### src/common/wr_seq_pkg.sv
// ~~~~~~~~~~~~~~~~~~~~~~~~~~~~~~~~~~~~~~~~~~~~~~~~~~~~~~~~~~~~~~~~~~~~~
// Shared types and constants for the DDR3 page write sequencer.
// Holds the encoded command word layout, the step table record and the
// local/memory opcode enums. Modules refer to them as wr_seq_pkg::name.
// ~~~~~~~~~~~~~~~~~~~~~~~~~~~~~~~~~~~~~~~~~~~~~~~~~~~~~~~~~~~~~~~~~~~~~
package wr_seq_pkg;

    localparam int CMD_ADDR_BITS  = 15;     // row/column field of a command word
    localparam int BANK_BITS      = 3;      // bank field
    localparam int CMD_PAUSE_BITS = 10;     // pause count, done bit sits just above
    localparam int STEP_ADDR_BITS = 4;      // step table address

    // step that repeats once per extra burst
    localparam logic [STEP_ADDR_BITS-1:0] REPEAT_STEP = 4'd4;

    // 2-bit local step operation
    typedef enum logic [1:0] {
        SEQ_NOP       = 2'd0,
        SEQ_WRITE     = 2'd1,
        SEQ_PRECHARGE = 2'd2,
        SEQ_ACTIVATE  = 2'd3
    } seq_op_e;

    // RAS/CAS/WE as seen by the PHY, positive logic
    typedef enum logic [2:0] {
        RCW_NOP       = 3'd0,
        RCW_WRITE     = 3'd3,
        RCW_ACTIVATE  = 3'd4,
        RCW_PRECHARGE = 3'd5
    } mem_rcw_e;

    // one entry of the step table, 13 bits
    typedef struct packed {
        logic       dual_cyc;       // counts as two buffer reads
        logic       buf_pgnext;     // advance external buffer page
        logic       pre_done;       // last step of the sequence
        logic [1:0] pause;          // extra idle cycles for pause words
        seq_op_e    op;             // local operation
        logic       odt;            // ODT on
        logic       sel;            // half-cycle select
        logic       dq_dqs_en;      // drive DQ and DQS
        logic       dqs_toggle;     // toggle DQS pattern
        logic       buf_rd;         // read external buffer
        logic       nop_after;      // NOP slot after the command
    } seq_step_t;

    // encoded command word, 32 bits, msb first
    typedef struct packed {
        logic [CMD_ADDR_BITS-1:0] addr;     // row, column or pause/done
        logic [BANK_BITS-1:0]     bank;
        mem_rcw_e                 rcw;
        logic                     odt_en;
        logic                     cke;
        logic                     sel;
        logic                     dq_en;
        logic                     dqs_en;
        logic                     dqs_toggle;
        logic                     dci;
        logic                     buf_wr;
        logic                     buf_rd;
        logic                     nop;
        logic                     buf_rst;
    } cmd_word_t;

endpackage

### src/sequencer/wr_step_sequencer.sv
// ~~~~~~~~~~~~~~~~~~~~~~~~~~~~~~~~~~~~~~~~~~~~~~~~~~~~~~~~~~~~~~~~~~~~~
// Run control and step table for one page write.
// A start strobe launches a walk over the ten-step table; the write step
// repeats once per burst beyond the second. The registered step feeds
// the buffer-read tracker and the command word encoder.
// ~~~~~~~~~~~~~~~~~~~~~~~~~~~~~~~~~~~~~~~~~~~~~~~~~~~~~~~~~~~~~~~~~~~~~
`timescale 1ns/1ps

module wr_step_sequencer #(
    parameter int NUM_XFER_BITS = 6                         // burst count width
) (
    input  logic                                  clk,
    input  logic                                  rst,
    input  logic                                  start,        // one-cycle strobe while idle
    input  logic [NUM_XFER_BITS-1:0]              num128_in,    // bursts, 0 means full page
    output wr_seq_pkg::seq_step_t                 step,         // registered table output
    output logic                                  gen_run,
    output logic                                  start_d,      // start delayed one cycle
    output logic [NUM_XFER_BITS:0]                num128_in_latched // loop counter, valid on start_d
);

    localparam logic [wr_seq_pkg::STEP_ADDR_BITS-1:0] LOOP_PREV =
        wr_seq_pkg::REPEAT_STEP - 1'b1;                     // step just before the loop
    localparam logic [wr_seq_pkg::STEP_ADDR_BITS-1:0] LOOP_NEXT =
        wr_seq_pkg::REPEAT_STEP + 1'b1;                     // first step after the loop

    logic [wr_seq_pkg::STEP_ADDR_BITS-1:0] step_addr;       // overruns past 9, stop comes from table
    logic [NUM_XFER_BITS:0]                loop_cnt;        // one extra bit so 64 fits
    logic                                  loop_last;       // at most one burst left
    logic                                  pre_done;
    wr_seq_pkg::seq_step_t                 table_step;

    assign loop_last         = (loop_cnt[NUM_XFER_BITS:1] == '0);
    assign pre_done          = step.pre_done && gen_run;
    assign num128_in_latched = loop_cnt;

    always_ff @(posedge clk or posedge rst) begin
        if (rst) begin
            gen_run <= 1'b0;
            start_d <= 1'b0;
        end else begin
            start_d <= start;
            if (start)
                gen_run <= 1'b1;
            else if (pre_done)
                gen_run <= 1'b0;                            // drop after the last step
        end
    end

    // step address walk
    always_ff @(posedge clk or posedge rst) begin
        if (rst)
            step_addr <= '0;
        else if (!start && !gen_run)
            step_addr <= '0;                                // idle, park at activate
        else if ((step_addr == LOOP_PREV) && loop_last)
            step_addr <= LOOP_NEXT;                         // single burst, no loop
        else if ((step_addr != wr_seq_pkg::REPEAT_STEP) || loop_last)
            step_addr <= step_addr + 1'b1;
    end

    // burst loop counter
    always_ff @(posedge clk or posedge rst) begin
        if (rst)
            loop_cnt <= '0;
        else if (start)
            loop_cnt <= {(num128_in == '0), num128_in};     // 0 -> 64
        else if (!gen_run)
            loop_cnt <= '0;
        else if ((step_addr == LOOP_PREV) || (step_addr == wr_seq_pkg::REPEAT_STEP))
            loop_cnt <= loop_cnt - 1'b1;
    end

    // step table
    always_comb begin
        table_step = '0;
        case (step_addr)
            4'd0: begin
                table_step.op = wr_seq_pkg::SEQ_ACTIVATE;
            end
            4'd1: begin                                     // read lead-in, two buffer reads
                table_step.buf_rd   = 1'b1;
                table_step.pause    = 2'd1;
                table_step.dual_cyc = 1'b1;
            end
            4'd2: begin                                     // first write
                table_step.op     = wr_seq_pkg::SEQ_WRITE;
                table_step.buf_rd = 1'b1;
                table_step.sel    = 1'b1;
                table_step.odt    = 1'b1;
            end
            4'd3: begin
                table_step.buf_rd    = 1'b1;
                table_step.dq_dqs_en = 1'b1;
                table_step.odt       = 1'b1;
            end
            4'd4: begin                                     // looping write
                table_step.op         = wr_seq_pkg::SEQ_WRITE;
                table_step.nop_after  = 1'b1;
                table_step.buf_rd     = 1'b1;
                table_step.dqs_toggle = 1'b1;
                table_step.dq_dqs_en  = 1'b1;
                table_step.sel        = 1'b1;
                table_step.odt        = 1'b1;
                table_step.dual_cyc   = 1'b1;
            end
            4'd5: begin                                     // DQS postamble
                table_step.pause      = 2'd2;
                table_step.dqs_toggle = 1'b1;
                table_step.dq_dqs_en  = 1'b1;
                table_step.odt        = 1'b1;
            end
            4'd6: table_step.pause = 2'd2;                  // write recovery
            4'd7: begin
                table_step.op         = wr_seq_pkg::SEQ_PRECHARGE;
                table_step.buf_pgnext = 1'b1;
            end
            4'd8: table_step.pause = 2'd2;
            4'd9: table_step.pre_done = 1'b1;
            default: table_step = '0;
        endcase
    end

    always_ff @(posedge clk or posedge rst) begin
        if (rst)
            step <= '0;
        else if (start || gen_run)
            step <= table_step;
        else
            step <= '0;                                     // quiet between runs
    end

endmodule

### src/sequencer/buf_read_tracker.sv
// ~~~~~~~~~~~~~~~~~~~~~~~~~~~~~~~~~~~~~~~~~~~~~~~~~~~~~~~~~~~~~~~~~~~~~
// Buffer read bookkeeping for the page write sequencer.
// Loads twice the burst count one cycle after start and counts down on
// each reading step; once exhausted, further reads from the table are cut.
// ~~~~~~~~~~~~~~~~~~~~~~~~~~~~~~~~~~~~~~~~~~~~~~~~~~~~~~~~~~~~~~~~~~~~~
`timescale 1ns/1ps

module buf_read_tracker #(
    parameter int NUM_XFER_BITS = 6
) (
    input  logic                   clk,
    input  logic                   rst,
    input  logic                   start_d,
    input  logic [NUM_XFER_BITS:0] num128_in_latched,   // bursts, already 0 -> 64
    input  wr_seq_pkg::seq_step_t  step,
    output logic                   cut_buf_rd           // suppress surplus reads
);

    logic [NUM_XFER_BITS+1:0] rd_left;                  // reads still owed, up to 128
    logic [NUM_XFER_BITS+1:0] rd_left_next;
    logic [1:0]               rd_dec;
    logic                     next_zero;

    assign rd_dec       = step.dual_cyc ? 2'd2 : 2'd1;
    assign rd_left_next = rd_left - {{NUM_XFER_BITS{1'b0}}, rd_dec};
    assign next_zero    = (rd_left_next == '0);

    always_ff @(posedge clk or posedge rst) begin
        if (rst) begin
            rd_left    <= '0;
            cut_buf_rd <= 1'b0;
        end else begin
            if (start_d)
                rd_left <= {num128_in_latched, 1'b0};   // two reads per burst
            else if (step.buf_rd)
                rd_left <= rd_left_next;
            // sticky while read steps keep coming
            cut_buf_rd <= step.buf_rd && (cut_buf_rd || next_zero);
        end
    end

endmodule

### src/verilog/cmd_word_encoder.sv
// ~~~~~~~~~~~~~~~~~~~~~~~~~~~~~~~~~~~~~~~~~~~~~~~~~~~~~~~~~~~~~~~~~~~~~
// Packs sequencer steps into 32-bit encoded command words.
// NOP steps become pause words, others become command words carrying
// row or column. Also produces the write strobe and the done pulse.
// ~~~~~~~~~~~~~~~~~~~~~~~~~~~~~~~~~~~~~~~~~~~~~~~~~~~~~~~~~~~~~~~~~~~~~
`timescale 1ns/1ps

module cmd_word_encoder #(
    parameter int COLADDR_NUMBER = 10                       // column address bits
) (
    input  logic                                  clk,
    input  logic                                  rst,
    input  logic                                  start,
    input  logic [wr_seq_pkg::BANK_BITS-1:0]      bank_in,
    input  logic [wr_seq_pkg::CMD_ADDR_BITS-1:0]  row_in,
    input  logic [COLADDR_NUMBER-4:0]             start_col,    // column in 8-beat bursts
    input  logic                                  skip_next_page_in,
    input  wr_seq_pkg::seq_step_t                 step,
    input  logic                                  gen_run,
    input  logic                                  cut_buf_rd,
    output wr_seq_pkg::cmd_word_t                 enc_cmd,
    output logic                                  enc_wr,
    output logic                                  enc_done
);

    logic [wr_seq_pkg::BANK_BITS-1:0]     bank;
    logic [wr_seq_pkg::CMD_ADDR_BITS-1:0] row;
    logic [COLADDR_NUMBER-4:0]            col;              // current burst column
    logic                                 skip_next_page;
    logic                                 gen_run_d;
    logic                                 done;             // pre_done one cycle late
    wr_seq_pkg::mem_rcw_e                 rcw;
    wr_seq_pkg::cmd_word_t                next_word;

    always_ff @(posedge clk or posedge rst) begin
        if (rst) begin
            bank           <= '0;
            row            <= '0;
            skip_next_page <= 1'b0;
        end else if (start) begin
            bank           <= bank_in;
            row            <= row_in;
            skip_next_page <= skip_next_page_in;
        end
    end

    always_ff @(posedge clk or posedge rst) begin
        if (rst)
            col <= '0;
        else if (start)
            col <= start_col;
        else if (step.op == wr_seq_pkg::SEQ_WRITE)
            col <= col + 1'b1;                              // next burst after each write
    end

    always_comb begin
        case (step.op)
            wr_seq_pkg::SEQ_WRITE:     rcw = wr_seq_pkg::RCW_WRITE;
            wr_seq_pkg::SEQ_PRECHARGE: rcw = wr_seq_pkg::RCW_PRECHARGE;
            wr_seq_pkg::SEQ_ACTIVATE:  rcw = wr_seq_pkg::RCW_ACTIVATE;
            default:                   rcw = wr_seq_pkg::RCW_NOP;
        endcase
    end

    always_comb begin
        next_word            = '0;                          // cke, dci, buf_wr stay low
        next_word.bank       = bank;
        next_word.rcw        = rcw;
        next_word.odt_en     = step.odt;
        next_word.sel        = step.sel;
        next_word.dq_en      = step.dq_dqs_en;
        next_word.dqs_en     = step.dq_dqs_en;
        next_word.dqs_toggle = step.dqs_toggle;
        next_word.buf_rd     = step.buf_rd && !cut_buf_rd;
        next_word.buf_rst    = step.buf_pgnext && !skip_next_page;
        if (step.op == wr_seq_pkg::SEQ_NOP) begin           // pause word
            next_word.addr = {{(wr_seq_pkg::CMD_ADDR_BITS - wr_seq_pkg::CMD_PAUSE_BITS - 1){1'b0}},
                              done,
                              {(wr_seq_pkg::CMD_PAUSE_BITS - 2){1'b0}},
                              step.pause};
        end else begin
            next_word.nop = step.nop_after;
            if (step.op == wr_seq_pkg::SEQ_WRITE)
                next_word.addr = {{(wr_seq_pkg::CMD_ADDR_BITS - COLADDR_NUMBER){1'b0}},
                                  col, 3'b000};             // burst-aligned column
            else
                next_word.addr = row;                       // activate / precharge
        end
    end

    always_ff @(posedge clk or posedge rst) begin
        if (rst) begin
            gen_run_d <= 1'b0;
            done      <= 1'b0;
            enc_wr    <= 1'b0;
            enc_done  <= 1'b0;
            enc_cmd   <= '0;
        end else begin
            gen_run_d <= gen_run;
            done      <= step.pre_done && gen_run;
            enc_wr    <= gen_run || gen_run_d;              // covers the trailing done word
            enc_done  <= enc_wr && !gen_run_d;
            enc_cmd   <= next_word;
        end
    end

endmodule

### src/verilog/linear_wr_encoder.sv
// ~~~~~~~~~~~~~~~~~~~~~~~~~~~~~~~~~~~~~~~~~~~~~~~~~~~~~~~~~~~~~~~~~~~~~
// Top level of the DDR3 single-page write command generator.
// Pulse start with a request to get a stream of encoded command words
// on enc_cmd/enc_wr, closed by a one-cycle enc_done.
// ~~~~~~~~~~~~~~~~~~~~~~~~~~~~~~~~~~~~~~~~~~~~~~~~~~~~~~~~~~~~~~~~~~~~~
`timescale 1ns/1ps

module linear_wr_encoder #(
    parameter int COLADDR_NUMBER = 10,
    parameter int NUM_XFER_BITS  = 6
) (
    input  logic                                  clk,
    input  logic                                  rst,
    input  logic [wr_seq_pkg::BANK_BITS-1:0]      bank_in,
    input  logic [wr_seq_pkg::CMD_ADDR_BITS-1:0]  row_in,
    input  logic [COLADDR_NUMBER-4:0]             start_col,
    input  logic [NUM_XFER_BITS-1:0]              num128_in,    // 0 means 64 bursts
    input  logic                                  skip_next_page_in,
    input  logic                                  start,
    output wr_seq_pkg::cmd_word_t                 enc_cmd,
    output logic                                  enc_wr,
    output logic                                  enc_done
);

    wr_seq_pkg::seq_step_t  step;
    logic                   gen_run;
    logic                   start_d;
    logic [NUM_XFER_BITS:0] num128_in_latched;
    logic                   cut_buf_rd;

    wr_step_sequencer #(.NUM_XFER_BITS(NUM_XFER_BITS)) wr_step_sequencer_inst (
        .clk               (clk),
        .rst               (rst),
        .start             (start),
        .num128_in         (num128_in),
        .step              (step),
        .gen_run           (gen_run),
        .start_d           (start_d),
        .num128_in_latched (num128_in_latched)
    );

    buf_read_tracker #(.NUM_XFER_BITS(NUM_XFER_BITS)) buf_read_tracker_inst (
        .clk               (clk),
        .rst               (rst),
        .start_d           (start_d),
        .num128_in_latched (num128_in_latched),
        .step              (step),
        .cut_buf_rd        (cut_buf_rd)
    );

    cmd_word_encoder #(.COLADDR_NUMBER(COLADDR_NUMBER)) cmd_word_encoder_inst (
        .clk               (clk),
        .rst               (rst),
        .start             (start),
        .bank_in           (bank_in),
        .row_in            (row_in),
        .start_col         (start_col),
        .skip_next_page_in (skip_next_page_in),
        .step              (step),
        .gen_run           (gen_run),
        .cut_buf_rd        (cut_buf_rd),
        .enc_cmd           (enc_cmd),
        .enc_wr            (enc_wr),
        .enc_done          (enc_done)
    );

endmodule

### config.mk
export PLATFORM = sky130hd
export DESIGN_NAME = linear_wr_encoder
export DESIGN_NICKNAME = d
export VERILOG_FILES = /design/src/common/wr_seq_pkg.sv /design/src/sequencer/wr_step_sequencer.sv /design/src/sequencer/buf_read_tracker.sv /design/src/verilog/cmd_word_encoder.sv /design/src/verilog/linear_wr_encoder.sv
export SDC_FILE = /design/constraint.sdc
export NUM_CORES = 1
export LEC_CHECK = 0
export BUFFER_PORTS_ARGS = -buffer_cell sky130_fd_sc_hd__buf_2
export CAP_MARGIN = 10
export CELL_PAD_IN_SITES_DETAIL_PLACEMENT = 1
export CELL_PAD_IN_SITES_GLOBAL_PLACEMENT = 1
export CORE_ASPECT_RATIO = 0.5
export CORE_MARGIN = 5
export CORE_UTILIZATION = 44
export DETAILED_ROUTE_END_ITERATION = 10
export GPL_TIMING_DRIVEN = 0
export PLACE_DENSITY_LB_ADDON = 0.08
export SETUP_SLACK_MARGIN = 0.3
export SLEW_MARGIN = 20
export SYNTH_ARGS = -nofsm -noshare
export SYNTH_HDL_FRONTEND = slang
export SYNTH_HIERARCHICAL = 1
export SYNTH_SLANG_ARGS = --single-unit
### constraint.sdc
create_clock -name clk -period 2.6 [get_ports clk]
set_input_delay 0.52 -clock clk [delete_from_list [all_inputs] [get_ports clk]]
set_output_delay 0.52 -clock clk [all_outputs]
set_load 0.02 [all_outputs]
**Word level (Yosys, flattened, before mapping)**

Index checks and enable logic that the tools add are counted.

- Bits of input ports: 35
- Output and inout port bits: 34
- Register bits: 93

- Multiplexer cells: 29
- Equal/unequal tests: 14
- Reductions and logical operators: 33
- $add $sub $neg: 4

Operators with widths:

| kind | count |
|---|---|
| two-way mux 7 bit | 5 |
| two-way mux 15 bit | 2 |
| equality test 4 x 3 -> 1 bit (second input constant) | 4 |
| two-way mux 8 bit | 2 |
| two-way mux 13 bit | 1 |
| zero test 6 bit | 2 |
| two-way mux 1 bit | 12 |
| two-way mux 4 bit | 3 |
| case mux 3 bit (3 select lines) | 1 |
| equality test 4 x 2 -> 1 bit (second input constant) | 2 |
| equality test 4 bit (second input constant) | 2 |
| zero test 8 bit | 1 |
| OR reduction 4 bit | 2 |
| subtractor 8 x 2 -> 8 bit | 1 |
| adder 7 x 1 -> 7 bit (second input constant) | 1 |
| logical AND 1 bit | 7 |
| subtractor 7 x 1 -> 7 bit (second input constant) | 1 |
| case mux 2 bit (3 select lines) | 1 |
| nonzero test 2 bit | 3 |
| OR reduction 2 bit | 3 |
| OR reduction 3 bit | 2 |
| zero test 1 bit | 5 |
| logical OR 1 bit | 5 |
| adder 4 x 1 -> 4 bit (second input constant) | 1 |
| 10 further kinds | 11 |

**Logic depth before layout (Yosys ltp)**

- Depth after elaboration: 5
- Gate-level depth with buffers: 7

**By module**

The synthesis kept the hierarchy.

By module, submodules not included:

| module | cells each | times used | area an instance (sq um) |
|---|---|---|---|
| cmd_word_encoder | 162 | 1 | 2204.6 |
| wr_step_sequencer | 128 | 1 | 1285.0 |
| buf_read_tracker | 60 | 1 | 574.3 |

**Worst setup path after synthesis**

OpenSTA, ideal clock, no wires.

- Path type: reg2reg
- From: reg wr_step_sequencer_inst/step_addr[0] (netlist bit)
- To: reg wr_step_sequencer_inst.loop_cnt[6], in the netlist wr_step_sequencer_inst/num128_in_latched[6]
- Clock period less this slack: 1618 ps
- Data arrival time: 1497 ps
- Stages on the path, launching flop included: 7
- Path buffers: 0
- Path slack: 982 ps
- Setup time: 121 ps
- Path through: dfrtp_1 -> inv_1 -> ha_1 -> mux2i_1 -> nor2_4 -> o22a_1 -> o22a_1

- Longest elaborated chain between the ends: 3
- Elaborated cells on any way between the ends: 4
- Classes of those cells: eq/ne: 3; reduce/logical: 1

RTL lines:

| what | line | text |
|---|---|---|
| from (decl) | wr_step_sequencer.sv:27 | `logic [wr_seq_pkg::STEP_ADDR_BITS-1:0] step_addr;` |
| from (signal assigned) | wr_step_sequencer.sv:59 | `step_addr <= step_addr + 1'b1;` |
| equality test 4 x 2 -> 1 bit or equality test 4 x 3 -> 1 bit (tied branches) | wr_step_sequencer.sv:70 | `else if ((step_addr == LOOP_PREV) \|\| (step_addr == wr_seq_pkg::REPEAT_STEP))` |
| logical OR 1 bit (*) | wr_step_sequencer.sv:70 |  |
| inequality test 3 bit (no line) (*) | n/a |  |
| to (signal assigned) | wr_step_sequencer.sv:67 | `loop_cnt <= {(num128_in == '0), num128_in};` |
| to (signal assigned) | wr_step_sequencer.sv:71 | `loop_cnt <= loop_cnt - 1'b1;` |
| to (decl) | wr_step_sequencer.sv:28 | `logic [NUM_XFER_BITS:0] loop_cnt;` |

Every way passes the cells marked *; elsewhere a longest branch is shown, timed or not.
A chain may end at the register's enable or synchronous reset.

**Worst setup path after layout**

Same ends and word-level chain as after synthesis.

==> impl_metrics.json <==
{
  "fmax_mhz": 528,
  "synth_cell_types": 52,
  "coreArea_sq_um": 8860,
  "fin_cells": 550,
  "netlist_instances": 350,
  "synth.top_cell.area_share": 0.573,
  "avgSynthCellArea_sq_um": 11.6,
  "cp_cell_sequence": "inv_1 > ha_1 > mux2i_1 > nor2_4 > o22a_1 > o22a_1",
  "met2_length_mm": 4.66,
  "worst_path_most_repeated_cell": "o22a_1",
  "track_usage": 0.173,
  "hold_viol_final": 0,
  "dieHeight_um": 78.0,
  "ys.flop_type": "dfrtp_1",
  "viasPerCell": 5.12,
  "clk_latency_ps": 340,
  "ys_ff_latch": 93,
  "yosys.area_share.simple": 0.155,
  "met1_length_mm": 4.01,
  "r2r-start": "wr_step_sequencer_inst/step_addr[0]$_DFFE_PP0P_",
  "required_ps": 2830,
  "yosys_warnings": 6,
  "criticalPathCategory": "register to register",
  "synth_edf_count": 0,
  "final_nets": 477,
  "antenna_left": 0,
  "cts_max_level": 3,
  "start_util": 0.459,
  "holdCritPathClass": "input pin to asynchronous set/reset pin",
  "synth_top_family_by_area": "simple AND/OR/NAND/NOR gates",
  "status": "completed",
  "clk_pin_slew_worst_paths_ps": 70,
  "grt_max_degree": 59,
  "crit_family": "flip-flops",
  "rows": 24,
  "r2r_end": "wr_step_sequencer_inst/num128_in_latched[6]$_DFFE_PP0P_",
  "drt_iter0_markers": 127,
  "arrival_ps": 2120,
  "routed.top_layer": "met4",
  "antenna_found_initial": 0,
  "wl_met3_um": 426,
  "maxSlewHeadroom": 0.528,
  "cts_setup_buffers": 0,
  "holdBufCountCts": 0,
  "wl_per_cell_um": 16.7,
  "die-area_sq_um": 11400,
  "ir_drop_uv": 515,
  "ys_top_cells_by_area": "dfrtp_1 (57%), mux2_2 (5.3%), ha_1 (4.0%)",
  "vias": 2817,
  "setup_ws_ps": 707,
  "cts_inserted_buffers": 9,
  "leakagePower_uw": 0.00234,
  "critPathLaunchType": "register",
  "syn_area_sq_um": 4060,
  "dpl.cell_count": 534,
  "grt_pass1_vias": 3125,
  "finalSetupViolations": 0,
  "fp.dieW_um": 146,
  "crit_slowest_cell": "dfrtp_1",
  "finalSetupTns_ps": 0,
  "crit_cells": 6,
  "r2r_slack_ps": 710,
  "totalWireLength_mm": 9.19,
  "final_layout_size_suffix_gt1_frac": 0.298,
  "clock_path_buffers": 2,
  "synthAdderAreaFrac": 0.0450,
  "max-cap-violations": 0,
  "syn2layout_area_growth_pct": 20.0,
  "min_period_ps": 1890,
  "r2r_cells": 6,
  "dp_slack_ps": 683,
  "finalMaxSlewViolations": 0,
  "synth_top_cell_by_area": "dfrtp_1",
  "async_flop_share": 1.00,
  "fin_crit_sh": 0.728,
  "io_pins": 69,
  "max_slew.worst_pin.slew_ps": 708,
  "root_buffer": "clkbuf_16",
  "clock_sinks": 93,
  "grt_pass1_wl_mm": 15.7,
  "n_antenna_cell": 0,
  "place.gp.congestion": 0.831,
  "endpoint": "wr_step_sequencer_inst/num128_in_latched[6]$_DFFE_PP0P_",
  "endpoint_kind": "register",
  "cts_tree": "yes",
  "path_buf_inv": 1,
  "cts-resized-gates": 0,
  "ys_seq_area_frac": 0.573,
  "max_stage_delay_ps": 440,
  "rsz0062_at_grt": "false",
  "numPortBuffers": 65,
  "dp_hpwl_mm": 6.80,
  "fin_skew_ps": 8.58,
  "synth_compound_area_frac": 0.0770,
  "synthMuxAreaShare": 0.0748,
  "p_per_area_nw_per_um2": 1090,
  "drc_errors": 0,
  "first_pass_iters": 4,
  "synth_xor_area_frac": 0.0323,
  "crit_path_max_fanout": 9,
  "grt_remaining_overflow": 0,
  "worstSetupStartpoint": "wr_step_sequencer_inst/step_addr[0]$_DFFE_PP0P_"
}
-- cell usage after synthesis, types with 2 or more instances --
library cell and number:
mux2_2 19, a31oi_1 2, nor2b_1 7, xnor2_1 9, nor2_1 22, a21o_1 2, nor4_2 2, nand2b_1 4
nor4b_1 2, o21ai_0 22, o22a_1 4, nand3_1 6, inv_1 17, or3_1 2, dfrtp_1 93, xor2_1 6
mux2i_1 9, ha_1 13, buf_4 8, nand2_1 37, clkbuf_1 5, nand4_1 2, o21ai_1 3, and2_1 9
a21oi_1 7, or2_2 3, or4_1 3, buf_2 4, nor3_1 5
-- per-layer routing --
layer  GRT usage  vias up
met2       0.300       56
met3      0.0553        9
met1       0.211     1424
met5           0        -
met4      0.0483        0
li1            -     1328
-- stage by stage --
stage / hold WS [ps] / area, sq um / total power (uW) / utilization
after CTS: 182 / 4880 / 5390 / 0.550
after global placement: 333 / 4540 / 3820 / 0.513
after global routing: 215 / 4880 / 5700 / 0.550
after detailed placement: 340 / 4550 / 3930 / 0.513
after floorplan: 331 / 4070 / 3360 / -
final: 197 / 4880 / 5320 / 0.550
-- state kept, by name, summed over array words and instances (netlist names) --
signal                                    cells
cmd_word_encoder_inst/col                     7
buf_read_tracker_inst/rd_left                 8
cmd_word_encoder_inst/done                    1
cmd_word_encoder_inst/skip_next_page          1
cmd_word_encoder_inst/gen_run_d               1
cmd_word_encoder_inst/bank                    3
cmd_word_encoder_inst/enc_done                1
cmd_word_encoder_inst/row                    15
cmd_word_encoder_inst/enc_cmd                28
wr_step_sequencer_inst/gen_run                1
wr_step_sequencer_inst/start_d                1
wr_step_sequencer_inst/num128_in_latched      7
buf_read_tracker_inst/cut_buf_rd              1
wr_step_sequencer_inst/step                  13
wr_step_sequencer_inst/step_addr              4
cmd_word_encoder_inst/enc_wr                  1
-- layout by cell type (no fill, tap or decap), drive strengths merged, types with 2 or more instances in the layout --
master	count
mux2i	9
conb	3
nor3	5
bufinv	2
or4	4
nor4b	3
a31oi	2
or2	4
dfrtp	93
a21o	3
xnor2	9
o22a	4
nor2b	7
clkbuf	14
o21ai	25
nand4	2
nand2	37
inv	20
ha	13
buf	78
nand3	7
mux2	19
nor2	23
or3	2
a21oi	7
nand2b	4
a211oi	2
nor4	4
and2	9
xor2	6
-- area by class of cell --
type,instances,area (sq um)
plain buffers,18,110
clock buffers,9,225
clock inverters,7,105
fillers,955,3980
inverters,17,66.3
multi-input cells,224,1570
flip-flops and latches,93,2330
well taps,117,146
repair buffers,65,325
-- where the power goes --
group | internal, uW | switching [uW] | leakage [uW]
combinational | 715 | 1070 | 0.00102
clock | 857 | 577 | 0.000159
sequential | 1830 | 266 | 0.00116
total | 3400 | 1920 | 0.00234
-- how the worst min path moves through the flow --
stage | startpoint | to | cells past startpoint
final | rst | buf_read_tracker_inst/rd_left[7]$_DFFE_PP0P_ | 2
after global routing | rst | buf_read_tracker_inst/rd_left[7]$_DFFE_PP0P_ | 2
after CTS | rst | buf_read_tracker_inst/rd_left[7]$_DFFE_PP0P_ | 2
after detailed placement | wr_step_sequencer_inst/step[2]$_DFF_PP0_ | cmd_word_encoder_inst/enc_cmd[5]$_DFF_PP0_ | 0
after global placement | wr_step_sequencer_inst/step[5]$_DFF_PP0_ | cmd_word_encoder_inst/enc_cmd[10]$_DFF_PP0_ | 0
after floorplan | wr_step_sequencer_inst/step[5]$_DFF_PP0_ | cmd_word_encoder_inst/enc_cmd[10]$_DFF_PP0_ | 0
-- worst register-to-register path, stage by stage (launching register included) --
cell and delay (ps):
dfrtp_1 440, inv_1 100, ha_1 300, mux2i_1 400
nor2_4 130, o22a_1 220, o22a_1 190
-- logic make-up after synthesis --
family                     after synthesis
AOI/OAI and AO/OA                       50
xor gates and xnor gates                15
adders and majority gates               14
buffers and inverters                   35
DFF                                     93
muxes                                   28
other                                    1
and+or+nand+nor                        114
(Power assumes the default switching activity.)
